**src/dino_pkg.sv**
```systemverilog
package dino_pkg;

        ////////////////////////////////////////////////////////////////////////////
        // Coordinate types
        ////////////////////////////////////////////////////////////////////////////

        typedef logic [9:0] dino_x_t;
        typedef logic [8:0] dino_y_t;

        // Screen rows grow downward, so a smaller y is higher
        localparam dino_x_t X_POS       = 10'd41;
        localparam dino_y_t GROUND_Y    = 9'd329;
        localparam dino_y_t APEX_Y      = 9'd200;

        // Height bands for the easing of the jump
        localparam dino_y_t BAND_LOW_Y  = 9'd270;
        localparam dino_y_t BAND_MID_Y  = 9'd240;
        localparam dino_y_t BAND_HIGH_Y = 9'd215;

        ////////////////////////////////////////////////////////////////////////////
        // Timing
        ////////////////////////////////////////////////////////////////////////////

        localparam int STEP_W  = 4;
        localparam int FRAME_W = 5;

        // Cycles per one pixel step
        localparam logic [STEP_W-1:0] STEP_LOW  = 4'd3;
        localparam logic [STEP_W-1:0] STEP_MID  = 4'd4;
        localparam logic [STEP_W-1:0] STEP_HIGH = 4'd5;
        localparam logic [STEP_W-1:0] STEP_TOP  = 4'd6;

        localparam logic [FRAME_W-1:0] FRAME_PERIOD = 5'd16;

        typedef enum logic [1:0] {
                POSE_RUN_A = 2'd0,
                POSE_RUN_B = 2'd1,
                POSE_DUCK  = 2'd2
        } dino_pose_e;

        typedef struct packed {
                logic jumping;
                logic ducking;
        } dino_cmd_t;

        typedef struct packed {
                dino_x_t    x;
                dino_y_t    y;
                dino_pose_e pose;
                logic       airborne;
        } dino_status_t;

endpackage

```
**src/dino_input_decode.sv**
```systemverilog
`timescale 1ns/1ps

module dino_input_decode
(
        input  logic                clk,
        input  logic                rstn,
        input  logic                jump,
        input  logic                down,
        input  logic                landed,
        output dino_pkg::dino_cmd_t cmd
);

        logic jump_go;
        logic duck_go;

        // No take-off while ducking
        assign jump_go = jump && !cmd.ducking && !cmd.jumping;

        // Ground only, and a fresh jump wins over a fresh duck
        assign duck_go = down && !cmd.jumping && !jump_go;

        always_ff @(posedge clk or posedge rstn)
        begin
                if (rstn)
                begin
                        cmd <= '0;
                end
                else
                begin
                        if (landed)
                        begin
                                cmd.jumping <= 1'b0;
                        end
                        else if (jump_go)
                        begin
                                cmd.jumping <= 1'b1;
                        end

                        // Held duck drops as soon as down is released
                        cmd.ducking <= duck_go;
                end
        end

        ////////////////////////////////////////////////////////////////////////////
        // Checks
        ////////////////////////////////////////////////////////////////////////////

        // Landing and button arbitration never leave both flags set
        ap_exclusive: assert property (@(posedge clk) disable iff (rstn)
                !(cmd.jumping && cmd.ducking));

endmodule

```
**src/dino_jump_exec.sv**
```systemverilog
`timescale 1ns/1ps

module dino_jump_exec
(
        input  logic                clk,
        input  logic                rstn,
        input  dino_pkg::dino_cmd_t cmd,
        output dino_pkg::dino_y_t   y,
        output logic                landed
);

        logic [dino_pkg::STEP_W-1:0] step_cnt;
        logic [dino_pkg::STEP_W-1:0] step_len;
        logic                        falling;
        logic                        step_hit;

        ////////////////////////////////////////////////////////////////////////////
        // Band select
        ////////////////////////////////////////////////////////////////////////////

        // Slower steps the higher the character is
        always_comb
        begin
                if (y >= dino_pkg::BAND_LOW_Y)
                begin
                        step_len = dino_pkg::STEP_LOW;
                end
                else if (y >= dino_pkg::BAND_MID_Y)
                begin
                        step_len = dino_pkg::STEP_MID;
                end
                else if (y >= dino_pkg::BAND_HIGH_Y)
                begin
                        step_len = dino_pkg::STEP_HIGH;
                end
                else
                begin
                        step_len = dino_pkg::STEP_TOP;
                end
        end

        assign step_hit = cmd.jumping && ((step_cnt + 1'b1) == step_len);

        // One extra interval spent on the ground line ends the jump
        assign landed = step_hit && falling && (y == dino_pkg::GROUND_Y);

        ////////////////////////////////////////////////////////////////////////////
        // Vertical motion
        ////////////////////////////////////////////////////////////////////////////

        always_ff @(posedge clk or posedge rstn)
        begin
                if (rstn)
                begin
                        y        <= dino_pkg::GROUND_Y;
                        falling  <= 1'b0;
                        step_cnt <= '0;
                end
                else if (!cmd.jumping)
                begin
                        falling  <= 1'b0;
                        step_cnt <= '0;
                end
                else if (step_hit)
                begin
                        step_cnt <= '0;
                        if (!falling)
                        begin
                                y <= y - 1'b1;
                                // Turn around on reaching the apex
                                if (y == dino_pkg::APEX_Y + 9'd1)
                                begin
                                        falling <= 1'b1;
                                end
                        end
                        else if (y != dino_pkg::GROUND_Y)
                        begin
                                y <= y + 1'b1;
                        end
                        else
                        begin
                                falling <= 1'b0;
                        end
                end
                else
                begin
                        step_cnt <= step_cnt + 1'b1;
                end
        end

        ap_y_range: assert property (@(posedge clk) disable iff (rstn)
                (y >= dino_pkg::APEX_Y) && (y <= dino_pkg::GROUND_Y));

        // After landing the decoder has dropped the jump and y rests on the ground line
        ap_land: assert property (@(posedge clk) disable iff (rstn)
                landed |=> !cmd.jumping && (y == dino_pkg::GROUND_Y));

endmodule

```
**src/dino_pose_result.sv**
```systemverilog
`timescale 1ns/1ps

module dino_pose_result
(
        input  logic                   clk,
        input  logic                   rstn,
        input  dino_pkg::dino_cmd_t    cmd,
        input  dino_pkg::dino_y_t      y,
        output dino_pkg::dino_status_t status
);

        logic [dino_pkg::FRAME_W-1:0] frame_cnt;
        logic                         frame;
        dino_pkg::dino_pose_e         pose_q;
        logic                         airborne_q;

        ////////////////////////////////////////////////////////////////////////////
        // Run animation timer
        ////////////////////////////////////////////////////////////////////////////

        // Free running, independent of jump and duck
        always_ff @(posedge clk or posedge rstn)
        begin
                if (rstn)
                begin
                        frame_cnt <= '0;
                        frame     <= 1'b0;
                end
                else if (frame_cnt == dino_pkg::FRAME_PERIOD - 1'b1)
                begin
                        frame_cnt <= '0;
                        frame     <= ~frame;
                end
                else
                begin
                        frame_cnt <= frame_cnt + 1'b1;
                end
        end

        always_ff @(posedge clk or posedge rstn)
        begin
                if (rstn)
                begin
                        pose_q     <= dino_pkg::POSE_RUN_A;
                        airborne_q <= 1'b0;
                end
                else
                begin
                        if (cmd.ducking)
                        begin
                                pose_q <= dino_pkg::POSE_DUCK;
                        end
                        else
                        begin
                                pose_q <= frame ? dino_pkg::POSE_RUN_B : dino_pkg::POSE_RUN_A;
                        end
                        airborne_q <= cmd.jumping;
                end
        end

        // Position passes straight through
        assign status = '{x: dino_pkg::X_POS, y: y, pose: pose_q, airborne: airborne_q};

endmodule

```
**src/dino_runner_top.sv**
```systemverilog
`timescale 1ns/1ps

module dino_runner_top
(
        input  logic                   clk,
        input  logic                   rstn,
        input  logic                   jump,
        input  logic                   down,
        output dino_pkg::dino_status_t status
);

        dino_pkg::dino_cmd_t cmd;
        dino_pkg::dino_y_t   y;
        logic                landed;

        ////////////////////////////////////////////////////////////////////////////
        // Decode, execute, result
        ////////////////////////////////////////////////////////////////////////////

        dino_input_decode u_decode
        (
                .clk    (clk),
                .rstn   (rstn),
                .jump   (jump),
                .down   (down),
                .landed (landed),
                .cmd    (cmd)
        );

        // Landing feeds back to the decoder
        dino_jump_exec u_exec
        (
                .clk    (clk),
                .rstn   (rstn),
                .cmd    (cmd),
                .y      (y),
                .landed (landed)
        );

        dino_pose_result u_result
        (
                .clk    (clk),
                .rstn   (rstn),
                .cmd    (cmd),
                .y      (y),
                .status (status)
        );

endmodule

```
**config.mk**
```make
export PLATFORM = sky130hd
export DESIGN_NAME = dino_runner_top
export DESIGN_NICKNAME = d
export VERILOG_FILES = /design/src/dino_pkg.sv /design/src/dino_input_decode.sv /design/src/dino_jump_exec.sv /design/src/dino_pose_result.sv /design/src/dino_runner_top.sv
export SDC_FILE = /design/constraint.sdc
export NUM_CORES = 1
export LEC_CHECK = 0
export BUFFER_PORTS_ARGS = -buffer_cell sky130_fd_sc_hd__buf_2
export CAP_MARGIN = 30
export CORE_MARGIN = 5
export CORE_UTILIZATION = 45
export DETAILED_ROUTE_END_ITERATION = 8
export PLACE_DENSITY_LB_ADDON = 0.2
export SLEW_MARGIN = 20
export SYNTH_ARGS = -nofsm -noshare
export SYNTH_HDL_FRONTEND = slang
export SYNTH_SLANG_ARGS = --single-unit
```
**constraint.sdc**
```tcl
create_clock -name clk -period 4.37 [get_ports clk]
set_input_delay 0 -clock clk [delete_from_list [all_inputs] [get_ports clk]]
set_output_delay 0 -clock clk [all_outputs]
set_load 0.005 [all_outputs]
```
# Word level (Yosys, flattened, before mapping)
# Cells that the tools add are included.
[totals]
reg_bits = 25
out_inout_bits = 22
inputBits = 4
[classes]
n_reduce_logical = 12
bitwise = 1
addsub = 4
n_lt_le_gt_ge = 3
eq_ne = 7
n_mux = 17
[ops]
columns = ["operator", "count"]
rows = [
  [">= comparator 9 x 8 -> 1 bit, second input constant", 2],
  ["two-way mux 9 bit", 2],
  ["two-way mux 4 bit", 4],
  ["adder 9 x 1 -> 9 bit, second input constant", 1],
  ["equality test 9 x 8 -> 1 bit, second input constant", 1],
  ["equality test 9 bit, second input constant", 1],
  [">= comparator 9 bit, second input constant", 1],
  ["!= test 9 bit, second input constant", 1],
  ["subtractor 9 x 1 -> 9 bit, second input constant", 1],
  ["two-way mux 1 bit", 8],
  ["logical AND 1 bit", 7],
  ["adder 5 x 1 -> 5 bit, second input constant", 1],
  ["equality test 5 x 4 -> 1 bit, second input constant", 1],
  ["two-way mux 5 bit", 1],
  ["adder 4 x 1 -> 4 bit, second input constant", 1],
  ["equality test 4 bit", 1],
  ["two-way mux 2 bit", 2],
  ["zero test 1 bit", 3],
  ["AND reduction 3 bit", 1],
  ["!= test 2 x 1 -> 1 bit, second input constant", 1],
  ["!= test 2 bit, second input constant", 1],
  ["nonzero test 2 bit", 1],
  ["NOT 1 bit", 1],
]

# Longest topological paths before layout
[depth]
word_depth = 9
ltp_mapped = 8

# Cells and area by module
# Synthesis repeated with hierarchy kept, for this count alone.
[hier_totals]
hier_cells = 155
area_unflattened_um2 = 1596.5
[by_module_without_submodules]
columns = ["mod", "area_each_um2", "n_inst", "seq_area_each_um2", "cells_per_inst"]
rows = [
  ["dino_jump_exec", 1021.0, 1, 355.3, 102],
  ["dino_pose_result", 493.0, 1, 225.2, 46],
  ["dino_input_decode", 82.6, 1, 50.0, 7],
]

# Least setup slack after synthesis
# OpenSTA, ideal clock, no wires.
[synth_timing]
path_kind = "reg2reg"
startpoint = "register u_exec.y[7]"
endpoint = "register u_exec.falling"
n_path_buf = 0
slack_ns = 1.937
synth_period_minus_slack_ns = 2.433
arrival_time_ns = 2.355
setup_ns = 0.077
stages_incl_launch_ff = 7
cell_sequence = "dfrtp_1 -> or4_1 -> o21ai_2 -> mux2i_1 -> o311ai_4 -> or4_2 -> a21oi_1"
[synth_via]
elab_chain_cells = 7
word_cells_on_any_way = 16
cone_classes = "order compare (3); eq/ne (4); mux (8); reduce/logical (1)"
[synth_lines]
columns = ["item", "line", "source"]
rows = [
  ["start, declared", "dino_jump_exec.sv:8", "output dino_pkg::dino_y_t y,"],
  ["start signal, assigned", "dino_jump_exec.sv:55", "y <= dino_pkg::GROUND_Y;"],
  ["start signal, assigned", "dino_jump_exec.sv:69", "y <= y - 1'b1;"],
  ["start signal, assigned", "dino_jump_exec.sv:78", "y <= y + 1'b1;"],
  [">= comparator 9 x 8 -> 1 bit", "dino_jump_exec.sv:32", "else if (y >= dino_pkg::BAND_HIGH_Y)"],
  ["two-way mux 2 bit", "dino_jump_exec.sv:32", ""],
  ["two-way mux 4 bit", "dino_jump_exec.sv:28", "else if (y >= dino_pkg::BAND_MID_Y)"],
  ["two-way mux 4 bit", "dino_jump_exec.sv:24", "if (y >= dino_pkg::BAND_LOW_Y)"],
  ["equality test 4 bit", "dino_jump_exec.sv:42", "assign step_hit = cmd.jumping && ((step_cnt + 1'b1) == step_len);"],
  ["logical AND 1 bit", "dino_jump_exec.sv:42", ""],
  ["!= test 2 x 1 -> 1 bit (no source line)", "--", ""],
  ["end signal, assigned", "dino_jump_exec.sv:56", "falling <= 1'b0;"],
  ["end signal, assigned", "dino_jump_exec.sv:61", "falling <= 1'b0;"],
  ["end signal, assigned", "dino_jump_exec.sv:73", "falling <= 1'b1;"],
  ["end, declared", "dino_jump_exec.sv:14", "logic falling;"],
]
# Parallel ways exist; a longest one is shown, timed or not. The select of a mux whose other input is x is not followed.
# A chain may end at the register's enable or synchronous reset.

# Worst setup path after layout
[layout_timing]
startpoint = "register u_exec.y[4]"
endpoint = "register u_exec.falling"
# Same word-level chain as after synthesis.

==> metrics.json <==
{
  "finalWeightedCongestion": {"value": 0.808},
  "drive_gt1_share": {"value": 25.2, "unit": "%"},
  "first_iter_violations": {"value": 35},
  "ys_seq_elements": {"value": 25},
  "flow.area_growth_from_synthesis": {"value": 10.2, "unit": "%"},
  "worst-path-max-fanout": {"value": 8},
  "initial_antenna_violation_count": {"value": 0},
  "synth-async-reset-ratio": {"value": 100, "unit": "%"},
  "cp.arrival": {"value": 2860, "unit": "ps"},
  "outcome": {"value": "finished clean"},
  "fin_skew": {"value": 5.65, "unit": "ps"},
  "cts_clk_pin_slew_worst_paths": {"value": 150, "unit": "ps"},
  "power_leakage": {"value": 0.000721, "unit": "µW"},
  "tritoncts": {"value": "yes"},
  "post_synth_most_frequent_cells": {"value": "21 x sky130_fd_sc_hd__dfrtp_1, 12 x sky130_fd_sc_hd__nor2_1, 11 x sky130_fd_sc_hd__buf_4"},
  "initial_utilization": {"value": 45.8, "unit": "%"},
  "globalRouteOverflowTotal": {"value": 0},
  "worst_setup_path_start_kind": {"value": "flip-flop"},
  "clock_latency_on_the_worst_skew_pair": {"value": 320, "unit": "ps"},
  "final_min_period_over_clock_period": {"value": 59.6, "unit": "%"},
  "boundary_pin_count": {"value": 26},
  "synth.most_common_cell": {"value": "sky130_fd_sc_hd__dfrtp_1"},
  "setup_repair_after_global_routing_missed_its_margin": {"value": "no"},
  "worstPathRequired": {"value": 4620, "unit": "ps"},
  "chipWidth": {"value": 67.8, "unit": "µm"},
  "cts.sink_count": {"value": 25},
  "category_of_the_critical_setup_timing_path": {"value": "flip-flop to flip-flop"},
  "drtPass1Iterations": {"value": 4},
  "synthesis.instances": {"value": 135},
  "route.met2.wl": {"value": 1.30, "unit": "mm"},
  "synth_largest_area_cell": {"value": "sky130_fd_sc_hd__dfrtp_1"},
  "ys.flop_type": {"value": "sky130_fd_sc_hd__dfrtp_1"},
  "cpLargestDelayFamily": {"value": "simple AND/OR/NAND/NOR gates"},
  "highest_layer": {"value": "met4"},
  "most_area_consuming_cells_after_synthesis": {"value": "sky130_fd_sc_hd__dfrtp_1 35%, sky130_fd_sc_hd__ha_1 7.5%, sky130_fd_sc_hd__dfstp_2 7.0%"},
  "report.final.hold_viol_count": {"value": 0},
  "n_fill_cell": {"value": 312},
  "rows": {"value": 21},
  "fin_ws": {"value": 1770, "unit": "ps"},
  "wl_per_cell": {"value": 13.2, "unit": "µm"},
  "fin_nets": {"value": 170},
  "design.die.area": {"value": 4590, "unit": "µm²"},
  "antenna_cells": {"value": 0},
  "achievable_freq": {"value": 0.384, "unit": "GHz"},
  "route.layer.met1.wl": {"value": 1.25, "unit": "mm"},
  "detailroute.via_count": {"value": 1019},
  "via_count_of_the_first_global_routing_pass": {"value": 998},
  "ant_nets": {"value": 0},
  "timing.max_cap.violations": {"value": 0},
  "floorplan.core_area": {"value": 3280, "unit": "µm²"},
  "yosysTopAreaCellShare": {"value": 35.0, "unit": "%"},
  "grt_use_total": {"value": 13.3, "unit": "%"},
  "timing.final.crit_period": {"value": 2600, "unit": "ps"},
  "end_kind": {"value": "flip-flop"},
  "mappedNetlistArea": {"value": 1500, "unit": "µm²"},
  "maximum_number_of_pins_on_one_net_before_global_route_repair": {"value": 26},
  "slew_limit_fails": {"value": 0},
  "detail_route.wirelength": {"value": 2.66, "unit": "mm"},
  "tns": {"value": 0, "unit": "ps"},
  "critical-path-max-stage-delay": {"value": 640, "unit": "ps"},
  "setup.worst_path.start": {"value": "u_exec.y[4]"},
  "irDropWorstVdd": {"value": 0.0949, "unit": "mV"},
  "yosysSeqAreaShare": {"value": 42.0, "unit": "%"},
  "worst-path-buf-inv": {"value": 0},
  "power": {"value": 354, "unit": "µW"},
  "routed_via_density": {"value": 5.07},
  "clockRootBuffer": {"value": "sky130_fd_sc_hd__clkbuf_4"},
  "detail_route.drc_violations": {"value": 0},
  "synth_enable_flop_cells": {"value": 0},
  "preCtsSetupSlack": {"value": 1800, "unit": "ps"},
  "grt_first_pass_wirelength": {"value": 4.64, "unit": "mm"},
  "timing_worst_slew_pin_value": {"value": 596, "unit": "ps"},
  "crit_path_top_delay_cell": {"value": "sky130_fd_sc_hd__or4_2"},
  "setup_viol_count_final": {"value": 0},
  "buffer_ports.inserted": {"value": 15},
  "cts_inserted_buffers": {"value": 3},
  "relSlewSlack": {"value": 60.2, "unit": "%"},
  "cp_cell_sequence": {"value": "or4_1 > o21ai_2 > mux2i_1 > o311ai_4 > or4_2 > a21oi_1"},
  "min_path_type": {"value": "primary input to asynchronous set/reset pin"},
  "synth.lib_cells_used.distinct": {"value": 41},
  "clock_path_buffers": {"value": 2},
  "synthesis.area_per_instance": {"value": 11.1, "unit": "µm²"},
  "die_height": {"value": 67.8, "unit": "µm"},
  "detailed_place_hpwl": {"value": 1.98, "unit": "mm"},
  "r2r_start": {"value": "u_exec.y[4]"},
  "dr_wl_met3": {"value": 78, "unit": "µm"},
  "h-tree-depth": {"value": 1},
  "synthesis.yosys.warnings": {"value": 0},
  "pwr_density_cell": {"value": 214, "unit": "nW/µm²"}
}
==> routing by layer <==
layer / vias to the layer above / global-route usage (%)
li1: 494 / -
met1: 501 / 18.0
met2: 22 / 21.5
met3: 2 / 1.50
met4: 0 / 5.46
met5: - / 0
==> tightest hold or removal path, cell delays in order <==
cell	delay, ps
sky130_fd_sc_hd__dlygate4sd3_1	530
sky130_fd_sc_hd__buf_2	110
sky130_fd_sc_hd__inv_1	430
==> repair_timing <==
item                      4_1_cts  5_1_grt
hold buffers                    3        0
buffers inserted                0        0
resized for setup               0        0
hold endpoints to repair       23        0
==> stage by stage <==
step	area (µm²)	std cells	hold slack [ps]	util, %
final	1660	201	263	50.4
after global routing	1660	201	325	50.4
after CTS	1640	200	426	50.1
after detailed placement	1580	193	245	48.2
after global placement	1580	193	235	48.2
after floorplan	1530	143	24.4	-
==> worst paths after layout <==
path | to | slack, ps | cells past startpoint
worst max-delay path | u_exec.falling | 1770 | 6
max in group asynchronous | u_exec.y[3] | 3520 | 4
worst min register to register | u_result.pose_q[1] | 420 | 0
worst max register to register | u_exec.falling | 1770 | 6
worst min-delay path | u_result.frame_cnt[1] | 260 | 3
min in group clk | u_result.pose_q[1] | 420 | 0
==> kinds of logic after synthesis <==
| group | after synthesis | share of synthesized area, % |
|---|---|---|
| simple gates | 44 | 17.1 |
| flops | 25 | 42.0 |
| compound gates | 17 | 8.91 |
| xor+xnor | 14 | 8.16 |
| buf+inv | 14 | 6.24 |
| fa+ha+maj | 10 | 8.83 |
| mux | 9 | 8.33 |
| other cells | 2 | 0.500 |
==> cells in the final DEF, fill, tap and decap left out, types with 2 or more instances in the layout <==
cell	netlist	final
sky130_fd_sc_hd__a21oi_1	5	5
sky130_fd_sc_hd__buf_2	0	15
sky130_fd_sc_hd__clkbuf_4	0	3
sky130_fd_sc_hd__conb_1	2	10
sky130_fd_sc_hd__dfrtp_1	21	21
sky130_fd_sc_hd__dfstp_2	4	4
sky130_fd_sc_hd__dlygate4sd3_1	0	3
sky130_fd_sc_hd__ha_1	9	9
sky130_fd_sc_hd__inv_1	3	3
sky130_fd_sc_hd__mux2_4	7	7
sky130_fd_sc_hd__mux2i_1	2	2
sky130_fd_sc_hd__nand2_1	6	6
sky130_fd_sc_hd__nand3_1	5	5
sky130_fd_sc_hd__nand3b_1	2	2
sky130_fd_sc_hd__nor2_1	12	12
sky130_fd_sc_hd__nor2b_1	3	3
sky130_fd_sc_hd__nor3_1	3	3
sky130_fd_sc_hd__o21ai_0	2	2
sky130_fd_sc_hd__o41ai_1	2	2
sky130_fd_sc_hd__xnor2_1	6	6
sky130_fd_sc_hd__xor2_1	8	8
==> flip-flops by register name, summed over array words and instances, names as in the netlist <==
name,cells
u_result.frame,1
u_exec.step_cnt,4
u_result.pose_q,2
u_result.frame_cnt,5
u_exec.falling,1
u_result.airborne_q,1
u_decode.cmd,2
u_exec.y,9
==> report_power, final <==
group          internal, µW  total (µW)  switching, µW
clock network          37.2         111           73.6
logic                  3.71        11.4           7.71
registers               232         232              0
total                   273         354           81.3
==> cell type report <==
cell class / count / area (µm²) / share of cell area [%]
clock inverters: 1 / 8.76 / 0.529
inverters: 3 / 11.3 / 0.680
well taps: 46 / 57.6 / 3.48
multi-input cells: 104 / 808 / 48.8
flip-flops and latches: 25 / 631 / 38.1
repair buffers: 19 / 116 / 7.03
clock buffers: 3 / 22.5 / 1.36
No activity file was read; power rests on OpenSTA's default activity.
